File: config.mk
export PLATFORM = sky130hd
export DESIGN_NAME = vga_write
export DESIGN_NICKNAME = d
export VERILOG_FILES = /design/src/vga_pkg.sv /design/src/vga_write.sv /design/src/pixel_unpack.sv /design/src/delay_ring.sv /design/src/pixel_fetch_fsm.sv /design/src/vga_timing.sv
export VERILOG_INCLUDE_DIRS = /design/src /design/src/src
export SDC_FILE = /design/constraint.sdc
export NUM_CORES = 1
export LEC_CHECK = 0
export ABC_CLOCK_PERIOD_IN_PS = 2400
export BUFFER_PORTS_ARGS = -buffer_cell sky130_fd_sc_hd__buf_2
export CORE_MARGIN = 1
export CORE_UTILIZATION = 30
export CTS_CLUSTER_DIAMETER = 50
export CTS_CLUSTER_SIZE = 20
export DETAILED_ROUTE_END_ITERATION = 8
export GPL_TIMING_DRIVEN = 0
export PLACE_DENSITY = 0.5
export SLEW_MARGIN = 30
export SYNTH_ARGS = -nofsm -noshare
export SYNTH_HDL_FRONTEND = slang
export SYNTH_SLANG_ARGS = --single-unit
File: constraint.sdc
create_clock -name vclock -period 2.4 [get_ports vclock]
set_input_delay 0.12 -clock vclock [delete_from_list [all_inputs] [get_ports vclock]]
set_output_delay 0.12 -clock vclock [all_outputs]
set_load 0.01 [all_outputs]
File: src/vga_defines.svh
`ifndef VGA_DEFINES_SVH
`define VGA_DEFINES_SVH

////////////////////////////////////////////////////////////////////////
// raster timing, 640x480 at 60 Hz on an 800x525 raster
////////////////////////////////////////////////////////////////////////

`define VGA_H_VISIBLE   640   // first blanked column
`define VGA_H_SYNC_ON   656   // end of front porch
`define VGA_H_SYNC_OFF  752   // end of sync pulse
`define VGA_H_TOTAL     800

`define VGA_V_VISIBLE   480   // first blanked line
`define VGA_V_SYNC_ON   490
`define VGA_V_SYNC_OFF  492
`define VGA_V_TOTAL     525

////////////////////////////////////////////////////////////////////////
// widths and pipeline
////////////////////////////////////////////////////////////////////////

`define LOG_HCOUNT      10
`define LOG_VCOUNT      10
`define PIPE_DELAY      8     // raster count to pins, in cycles
`define PIX_PER_WORD    4     // grey pixels per memory word

// 76800 words per frame, so the word address needs 17 bits
`define LOG_ADDR        17

`endif
File: src/vga_pkg.sv
`include "vga_defines.svh"

package vga_pkg;

	////////////////////////////////////////////////////////////////////
	// raster position and sync bundle
	////////////////////////////////////////////////////////////////////

	typedef struct packed {
		logic [`LOG_HCOUNT-1:0] hcount;
		logic [`LOG_VCOUNT-1:0] vcount;
		logic                   hsync;   // active low
		logic                   vsync;   // active low
		logic                   blank;   // outside the 640x480 area
	} sync_t;

	////////////////////////////////////////////////////////////////////
	// pixel data
	////////////////////////////////////////////////////////////////////

	typedef logic [7:0] pixel_t;   // grey level

	// element k is byte k, element 0 is the leftmost pixel of the group
	typedef pixel_t [`PIX_PER_WORD-1:0] mem_word_t;

	typedef struct packed {
		pixel_t red;
		pixel_t green;
		pixel_t blue;
	} rgb_t;

endpackage

File: src/vga_write.sv
`timescale 1ns/1ps
`include "vga_defines.svh"

module vga_write (
	input  logic                 vclock,
	input  logic                 reset,
	input  logic                 frame_restart,
	output logic                 mem_req,
	output logic [`LOG_ADDR-1:0] mem_addr,
	input  logic                 mem_valid,
	input  vga_pkg::mem_word_t   mem_word,
	output vga_pkg::rgb_t        rgb,
	output logic                 hsync,
	output logic                 vsync,
	output logic                 blank_b
);
	import vga_pkg::*;

	localparam int START_W = $clog2(`PIPE_DELAY + 1);

	sync_t raster;
	sync_t shown;   // raster, PIPE_DELAY cycles late
	mem_word_t fetched_word;
	logic word_load;
	rgb_t unpacked_rgb;
	logic [START_W-1:0] startup_cnt;
	logic pins_live;

	vga_timing u_timing (
		.vclock(vclock), .reset(reset), .frame_restart(frame_restart), .raster(raster)
	);

	pixel_fetch_fsm u_fetch (
		.vclock(vclock), .reset(reset), .frame_restart(frame_restart),
		.raster(raster), .mem_req(mem_req), .mem_addr(mem_addr),
		.mem_valid(mem_valid), .mem_word(mem_word),
		.word_load(word_load), .fetched_word(fetched_word)
	);

	delay_ring #(.payload_t(sync_t)) u_ring (
		.vclock(vclock), .reset(reset), .din(raster), .dout(shown)
	);

	pixel_unpack u_unpack (
		.vclock(vclock), .reset(reset), .word_load(word_load),
		.fetched_word(fetched_word), .shown(shown), .rgb(unpacked_rgb)
	);

	////////////////////////////////////////////////////////////////////
	// start-up gating, pins idle until the ring holds the new raster
	////////////////////////////////////////////////////////////////////

	always_ff @(posedge vclock) begin
		if (reset || frame_restart) begin
			startup_cnt <= '0;
		end else if (!pins_live) begin
			startup_cnt <= startup_cnt + 1'b1;
		end
	end

	assign pins_live = (startup_cnt == `PIPE_DELAY);

	assign hsync   = pins_live ? shown.hsync : 1'b1;
	assign vsync   = pins_live ? shown.vsync : 1'b1;
	assign blank_b = pins_live ? ~shown.blank : 1'b0;
	assign rgb     = pins_live ? unpacked_rgb : '0;

	// first live pixel is the top left corner
	a_first_pixel: assert property (
		@(posedge vclock) disable iff (reset)
		$rose(pins_live) |-> (shown.hcount == 0) && (shown.vcount == 0)
	);

endmodule

File: src/pixel_unpack.sv
`timescale 1ns/1ps
`include "vga_defines.svh"

module pixel_unpack (
	input  logic               vclock,
	input  logic               reset,
	input  logic               word_load,
	input  vga_pkg::mem_word_t fetched_word,
	input  vga_pkg::sync_t     shown,
	output vga_pkg::rgb_t      rgb
);
	import vga_pkg::*;

	localparam int PIX_IDX_W = $clog2(`PIX_PER_WORD);

	mem_word_t slots [2];
	logic slot_sel;   // slot of the group on the pins
	logic [PIX_IDX_W-1:0] pix_idx;
	pixel_t grey;

	////////////////////////////////////////////////////////////////////
	// ping-pong word store
	////////////////////////////////////////////////////////////////////

	// a load lands as the last pixel of the older group leaves, so the
	// flip coincides with shown hcount mod 4 returning to 0
	always_ff @(posedge vclock) begin
		if (reset) begin
			slot_sel <= 1'b0;
		end else if (word_load) begin
			slot_sel <= ~slot_sel;
		end
	end

	always_ff @(posedge vclock) begin
		if (word_load) begin
			slots[slot_sel] <= fetched_word;   // read out this cycle, replaced at the edge
		end
	end

	assign pix_idx = shown.hcount[PIX_IDX_W-1:0];
	assign grey    = slots[slot_sel][pix_idx];

	always_comb begin
		if (shown.blank) begin
			rgb = '0;
		end else begin
			rgb = '{red: grey, green: grey, blue: grey};   // greyscale
		end
	end

	// loads at least a group apart, so no word is replaced while
	// any of its pixels is still waiting for the pins
	a_load_spacing: assert property (
		@(posedge vclock) disable iff (reset)
		word_load |=> !word_load [*(`PIX_PER_WORD - 1)]
	);

endmodule

File: src/delay_ring.sv
`timescale 1ns/1ps
`include "vga_defines.svh"

module delay_ring #(
	parameter type payload_t = logic
) (
	input  logic     vclock,
	input  logic     reset,
	input  payload_t din,
	output payload_t dout
);

	localparam int IDX_W = (`PIPE_DELAY > 1) ? $clog2(`PIPE_DELAY) : 1;

	payload_t ring [`PIPE_DELAY];
	logic [IDX_W-1:0] widx;

	////////////////////////////////////////////////////////////////////
	// write pointer walks the ring once every PIPE_DELAY cycles
	////////////////////////////////////////////////////////////////////

	always_ff @(posedge vclock) begin
		if (reset) begin
			widx <= '0;
		end else if (widx == `PIPE_DELAY - 1) begin
			widx <= '0;
		end else begin
			widx <= widx + 1'b1;
		end
	end

	always_ff @(posedge vclock) begin
		ring[widx] <= din;
	end

	// the slot about to be overwritten holds the oldest entry,
	// written exactly PIPE_DELAY edges ago
	assign dout = ring[widx];

endmodule

File: src/pixel_fetch_fsm.sv
`timescale 1ns/1ps
`include "vga_defines.svh"

module pixel_fetch_fsm (
	input  logic                 vclock,
	input  logic                 reset,
	input  logic                 frame_restart,
	input  vga_pkg::sync_t       raster,
	output logic                 mem_req,
	output logic [`LOG_ADDR-1:0] mem_addr,
	input  logic                 mem_valid,
	input  vga_pkg::mem_word_t   mem_word,
	output logic                 word_load,
	output vga_pkg::mem_word_t   fetched_word
);
	import vga_pkg::*;

	typedef enum logic [1:0] {
		REQUESTING,
		STANDING_BY,
		READING,
		OUT_OF_BOUNDS
	} fetch_state_t;

	fetch_state_t state;
	logic [`LOG_ADDR-1:0] word_addr;
	logic group_start;   // raster sits on the first pixel of a group
	logic frame_last;    // last raster position of the frame

	assign group_start = (raster.hcount % `PIX_PER_WORD) == 0;
	assign frame_last  = (raster.hcount == `VGA_H_TOTAL - 1) &&
		(raster.vcount == `VGA_V_TOTAL - 1);

	// blank marks columns and lines outside the picture
	assign mem_req  = !reset && (state == REQUESTING) && group_start && !raster.blank;
	assign mem_addr = word_addr;

	////////////////////////////////////////////////////////////////////
	// fetch sequence of one group every four cycles
	////////////////////////////////////////////////////////////////////

	always_ff @(posedge vclock) begin
		if (reset || frame_restart) begin
			state     <= REQUESTING;
			word_load <= 1'b0;
			word_addr <= '0;
		end else begin
			word_load <= (state == READING);   // lands 3 cycles after the group start
			case (state)
				REQUESTING: begin
					if (group_start) begin
						state <= raster.blank ? OUT_OF_BOUNDS : STANDING_BY;
					end
				end
				STANDING_BY:   state <= READING;   // memory latency
				OUT_OF_BOUNDS: state <= READING;   // same pace without a request
				default:       state <= REQUESTING;
			endcase
			if (frame_last) begin
				word_addr <= '0;
			end else if (mem_req) begin
				word_addr <= word_addr + 1'b1;
			end
		end
	end

	// no answer means the group was not requested and stays black
	always_ff @(posedge vclock) begin
		if (state == READING) begin
			fetched_word <= mem_valid ? mem_word : '0;
		end
	end

	////////////////////////////////////////////////////////////////////
	// checks
	////////////////////////////////////////////////////////////////////

	// fixed two cycle memory latency
	a_valid_latency: assert property (
		@(posedge vclock) disable iff (reset)
		mem_valid |-> $past(mem_req, 2)
	);

	// requests only for pixels inside the picture
	a_req_visible: assert property (
		@(posedge vclock) disable iff (reset)
		mem_req |-> (raster.hcount < `VGA_H_VISIBLE) && (raster.vcount < `VGA_V_VISIBLE)
	);

endmodule

File: src/vga_timing.sv
`timescale 1ns/1ps
`include "vga_defines.svh"

module vga_timing (
	input  logic           vclock,
	input  logic           reset,
	input  logic           frame_restart,
	output vga_pkg::sync_t raster
);
	import vga_pkg::*;

	// top left corner, syncs idle
	localparam sync_t RASTER_HOME = '{
		hcount: '0,
		vcount: '0,
		hsync:  1'b1,
		vsync:  1'b1,
		blank:  1'b0
	};

	logic [`LOG_HCOUNT-1:0] next_h;
	logic [`LOG_VCOUNT-1:0] next_v;
	logic line_end;
	logic frame_end;

	assign line_end  = (raster.hcount == `VGA_H_TOTAL - 1);
	assign frame_end = (raster.vcount == `VGA_V_TOTAL - 1);

	////////////////////////////////////////////////////////////////////
	// next position
	////////////////////////////////////////////////////////////////////

	always_comb begin
		next_h = line_end ? '0 : raster.hcount + 1'b1;
		next_v = raster.vcount;
		if (line_end) begin
			next_v = frame_end ? '0 : raster.vcount + 1'b1;  // one line per wrap
		end
	end

	// sync and blank are decoded from the next counts and registered
	// together with them, so all fields describe the same position
	always_ff @(posedge vclock) begin
		if (reset || frame_restart) begin
			raster <= RASTER_HOME;
		end else begin
			raster.hcount <= next_h;
			raster.vcount <= next_v;
			raster.hsync  <= !((next_h >= `VGA_H_SYNC_ON) && (next_h < `VGA_H_SYNC_OFF));
			raster.vsync  <= !((next_v >= `VGA_V_SYNC_ON) && (next_v < `VGA_V_SYNC_OFF));
			raster.blank  <= (next_h >= `VGA_H_VISIBLE) || (next_v >= `VGA_V_VISIBLE);
		end
	end

	////////////////////////////////////////////////////////////////////
	// checks
	////////////////////////////////////////////////////////////////////

	// column never runs past the raster width
	a_hcount_range: assert property (
		@(posedge vclock) disable iff (reset)
		raster.hcount < `VGA_H_TOTAL
	);

endmodule

# Yosys cells after proc, flatten, opt, wreduce, memory -nomap -nowiden
# Memories as Yosys holds them, arrays and structs flattened. A register that Yosys moved wholly into a read port is not among the register bits.
# Index checks and enable logic that the tools add are counted.
[op_classes]
n_addsub = 5
magnitude_cmp = 7
eq_ne = 8
mux = 18
n_bitwise = 2
n_reduce_logical = 17
[op_table]
columns = ["op", "n"]
rows = [
  ["$mux 24", 2],
  ["$logic_not 32->1", 1],
  ["$mux 10", 3],
  ["$add 10x1->10 const B", 2],
  ["$eq 10x10->1 const B", 2],
  ["$ge 10x10->1 const B", 2],
  ["$ge 10x9->1 const B", 2],
  ["$add 17x1->17 const B", 1],
  ["$bmux 8 s2", 1],
  ["$lt 10x10->1 const B", 1],
  ["$lt 10x9->1 const B", 1],
  ["$mux 8", 1],
  ["$mux 1", 7],
  ["$logic_and 1x1->1", 6],
  ["$reduce_or 2->1", 3],
  ["$add 4x1->4 const B", 1],
  ["$eq 2x2->1 const B", 2],
  ["$eq 4x4->1 const B", 1],
  ["$logic_not 1->1", 4],
  ["$mux 2", 2],
  ["$pmux 2 s2", 1],
  ["$add 3x1->3 const B", 1],
  ["$eq 3x3->1 const B", 1],
  ["$lt 2x3->1 const B", 1],
  ["other kinds (6)", 8],
]
[word_totals]
ff_bits = 83
ramBits = 248
out_inout_bits = 45
wordCells = 74
memories = 2
[mem_list]
columns = ["name", "words", "width", "read_ports", "rd_ports_with_merged_regs", "wr", "line", "text"]
rows = [
  ["u_ring.ring", 8, 23, 1, 1, 1, "delay_ring.sv:15", "payload_t ring [`PIPE_DELAY];"],
  ["u_unpack.slots", 2, 32, 1, 1, 1, "pixel_unpack.sv:16", "mem_word_t slots [2];"],
]

# Longest topological paths before layout
[logic_depth]
word_depth = 6
mapped_depth = 8
mapped_depth_nobuf = 7

# Hierarchy
# From an unflattened synthesis, not the netlist that was laid out.
[unflattened]
hier_cells = 801
hier_area_um2 = 13688.1
[modules_own_cells]
columns = ["mod", "instances", "cells_each", "area_each_um2", "seq_area_each_um2"]
rows = [
  ["delay_ring", 1, 293, 7095.6, 5585.4],
  ["pixel_unpack", 1, 126, 2672.6, 1961.9],
  ["pixel_fetch_fsm", 1, 173, 2152.1, 1361.3],
  ["vga_timing", 1, 158, 1357.6, 460.4],
  ["vga_write", 1, 51, 410.4, 80.1],
]

# Least setup slack after synthesis
# OpenSTA, ideal clock, no wires.
[synth_path]
kind = "flip-flop to output port"
from = "register, netlist name u_ring.widx[1]"
to = "output rgb[13] (netlist name)"
t_arrival_ns = 2.472
required_ns = 2.280
slack_ns = -0.192
path_stages_with_launch = 8
cell_sequence = "dfxtp_1 buf_6 mux4_2 mux2i_4 buf_6 mux4_2 a22o_1 buf_4"
[synth_rtl]
columns = ["item", "line", "text"]
rows = [
  ["end: declaration", "vga_write.sv:12", "output vga_pkg::rgb_t rgb,"],
]

==> run_results.csv <==
group,metric,value,unit
status,status,"complete, but fails checks",
status,violations,"setup timing",
worst_hold_path,min-delay-start,"mem_word[3]",
die,row_count,58,
synthesis,ys_warn_count,0,
worst_setup_path,critPathSlowestCell,"mux4_2",
global_route,grt_pass1_vias,4984,
synthesis,synth.net_count,611,
worst_setup_path,arrival,2920,ps
drt,drc,0,
final_layout,diodes,0,
place,place_congestion,0.770,
drt,wl_per_cell,16.0,um
cts,cts_buffers,17,
final_layout,final_area,10100,um^2
global_route,grt-ovfl-total,0,
worst_setup_path,crit_start,"u_ring.widx[1]",
timing,tightest_slew,939,ps
die,die_area,26700,um^2
global_route,track_usage,13.2,%
drt,wl,16700,um
drt,vias,4937,
cts,insertion_delay,440,ps
timing,setup_ws,-644,ps
synthesis,synth_top_family_by_area,"simple AND/OR/NAND/NOR gates",
die,coreArea,25400,um^2
synthesis,ys_ff_latch,188,
die,start_util,30.8,%
timing,fmax,329,MHz
drt,first_iter_violations,299,
run,cap_violations,0,
cts,cts.sink_count,188,
worst_setup_path,cp_cell_sequence,"buf_8, mux4_2, mux2i_4, buf_12, buf_12, mux4_2, a22o_4, buf_6, buf_6",
power,p_leak,0.00355,uW
timing,rsz0062_at_grt,"true",
timing,setup_viol,24,
global_route,grt_use_met3,2.89,%
worst_setup_path,cp.required,2280,ps
worst_setup_path,critPathKind,"flip-flop to output pin",
worst_setup_path,r2r_start,"u_timing.raster[13]",
final_layout,syn_to_final_growth,29.3,%
worst_setup_path,reg2reg_depth,7,
synthesis,synth-seq-area-share,65.5,%
synthesis,synth_top_area_cell,"edfxtp_1",
timing,slew_headroom,36.9,%
worst_hold_path,whs_path_depth,2,
synthesis,synth_cells,564,
cts,cts_tree,"built",
drt,ant_nets,0,
global_route,grt_use_met1,16.4,%
synthesis,synth-edff-count,136,
final_layout,mostFrequentLayoutCell,"edfxtp_1",
timing,fin_skew,12.2,ps
worst_setup_path,worstSetupPathDepth,9,
timing,fin_tns_setup,-13970,ps
drt,via_per_inst,4.72,
final_layout,layout.nets,751,
synthesis,yosys.area_share.simple,13.4,%
synthesis,synth.avg_cell_area,13.9,um^2
synthesis,synth_xor_area_share,3.47,%
global_route,grt_pass1_wl,26600,um
synthesis,synthFlopType,"edfxtp_1",
global_route,grt_max_degree,21,
cts,htreeDepth,4,
power,p_per_area,694,nW/um^2
global_route,top_usage_layer,"met2",
cts,clock_path_buffers,2,
worst_setup_path,crit_path_end_kind,"output pin",
place,dpl.hpwl,11400,um
die,die_y,163,um
synthesis,syn_area,7820,um^2
drt,dr.pass1.iters,4,
timing,timing.final.crit_share,127,%
power,ir_worst_vdd,0.435,mV
worst_setup_path,crit_path_max_incr_delay,540,ps
synthesis,async_reset_ff_share,0,%
worst_hold_path,hold_class,"primary input to flip-flop",
worst_setup_path,startpoint_type,"flip-flop",
synthesis,synth.top_cells.by_area,"edfxtp_1, dfxtp_1, mux4_2, and2_1, nor2_1",
global_route,met2_usage,22.3,%
synthesis,synth_cell_types,56,
die,io_pins,81,
final_layout,layout_common_cells,"edfxtp_1, buf_2, nor2_1, dfxtp_1, and2_1",
die,die_w,163,um
worst_setup_path,critPathBufInv,5,
global_route,antenna_found_initial,0,
synthesis,synth_fa_ha_area_share,1.76,%
synthesis,synth_mux_area_share,7.42,%
timing,period_minus_slack,3040,ps
synthesis,synth_top_cell_area_share,52.2,%
synthesis,synth_compound_area_share,4.54,%
cts,path_clk_slew,70,ps
final_layout,drive_above_1_share,28.0,%
place,placed_cell_area,8810,um^2
worst_setup_path,path_max_fanout,5,
timing,hold_violations,0,
timing,slew_violations,0,
worst_setup_path,critPathTopFamily,"multiplexers",
cts,cts_root_buf,"clkbuf_16",
place,io_buffers,79,
## power by group
part / internal [uW] / total (uW) / switching (uW)
combinational: 279 / 512 / 233
clock: 1610 / 2970 / 1360
sequential: 3500 / 3530 / 28.2
total: 5390 / 7010 / 1620
## timing repair
item                                   4_1_cts  5_1_grt
resized for setup                           47       13
buffers inserted                             7        1
setup endpoints to repair                   62       31
gates cloned                                 1        0
pin swaps                                   10        3
endpoints found under the hold margin       30        0
hold buffers                                30        0
## cell type report
type	count	area, um^2
Clock buffer	17	425
Inverter	16	60.1
Fill cell	2358	15300
Multi-Input combinational cell	319	2530
Buffer	39	302
Timing Repair Buffer	123	1030
Tap cell	330	413
Clock inverter	15	215
Sequential cell	188	5130
## worst reg2reg max path, delay by kind of cell (launching register included)
family / cells / cell delay, ps
AOI/OAI and AO/OA: 1 / 140
xor gates and xnor gates: 1 / 170
adders and majority gates: 1 / 190
buffers and inverters: 1 / 180
DFF: 1 / 440
and+or+nand+nor: 3 / 980
## per-stage QoR
step	hold WS (ps)	utilization (%)	total power [uW]	worst slack (ps)	instances
3_5_place_dp	407	34.7	4000	-607	978
2_1_floorplan	318	-	3870	-150	564
6_report	11.3	39.8	7010	-644	1047
3_3_place_gp	403	34.2	3980	-1260	973
5_1_grt	7.99	39.8	7260	-732	1047
4_1_cts	0.339	39.6	7080	-668	1048
## flip-flops by register name (all words and copies together), names as in the netlist, named ones only
register	count
u_unpack.slot_sel	1
u_timing.raster	23
u_fetch.state	2
u_ring.ring	40
u_fetch.mem_addr	17
startup_cnt	4
u_ring.widx	3
u_unpack.slots	64
u_fetch.word_load	1
u_fetch.fetched_word	32
## cells in the mapped netlist (all sizes together), types with 12 or more instances
master and n:
edfxtp 136, dfxtp 52, nor2 52, and2 38, buf 24, nand2 22, mux4 20, nand3 20
xnor2 19, clkbuf 17, inv 16, nor3 14, xor2 12
## layer usage
layer | up-vias | wire length, um
li1 | 2364 | -
met3 | 19 | 705
met1 | 2450 | 7310
met5 | - | 0
met4 | 0 | 290
met2 | 104 | 8430
## cells by family after synthesis
logic type | count (synthesis)
AND/OR/NAND/NOR | 194
buffers and inverters | 57
AO/OA/AOI/OAI | 52
adder cells (fa/ha/maj) | 11
XOR/XNOR | 31
flip-flops | 188
multiplexers | 31
## worst paths after layout
check,slack (ps),to
max,-640,rgb[8]
min,10,u_fetch.fetched_word[3]
max reg2reg,180,u_timing.raster[1]
min reg2reg,450,u_unpack.slots[1][1]
Note: power is estimated with default switching activity, not from simulation.
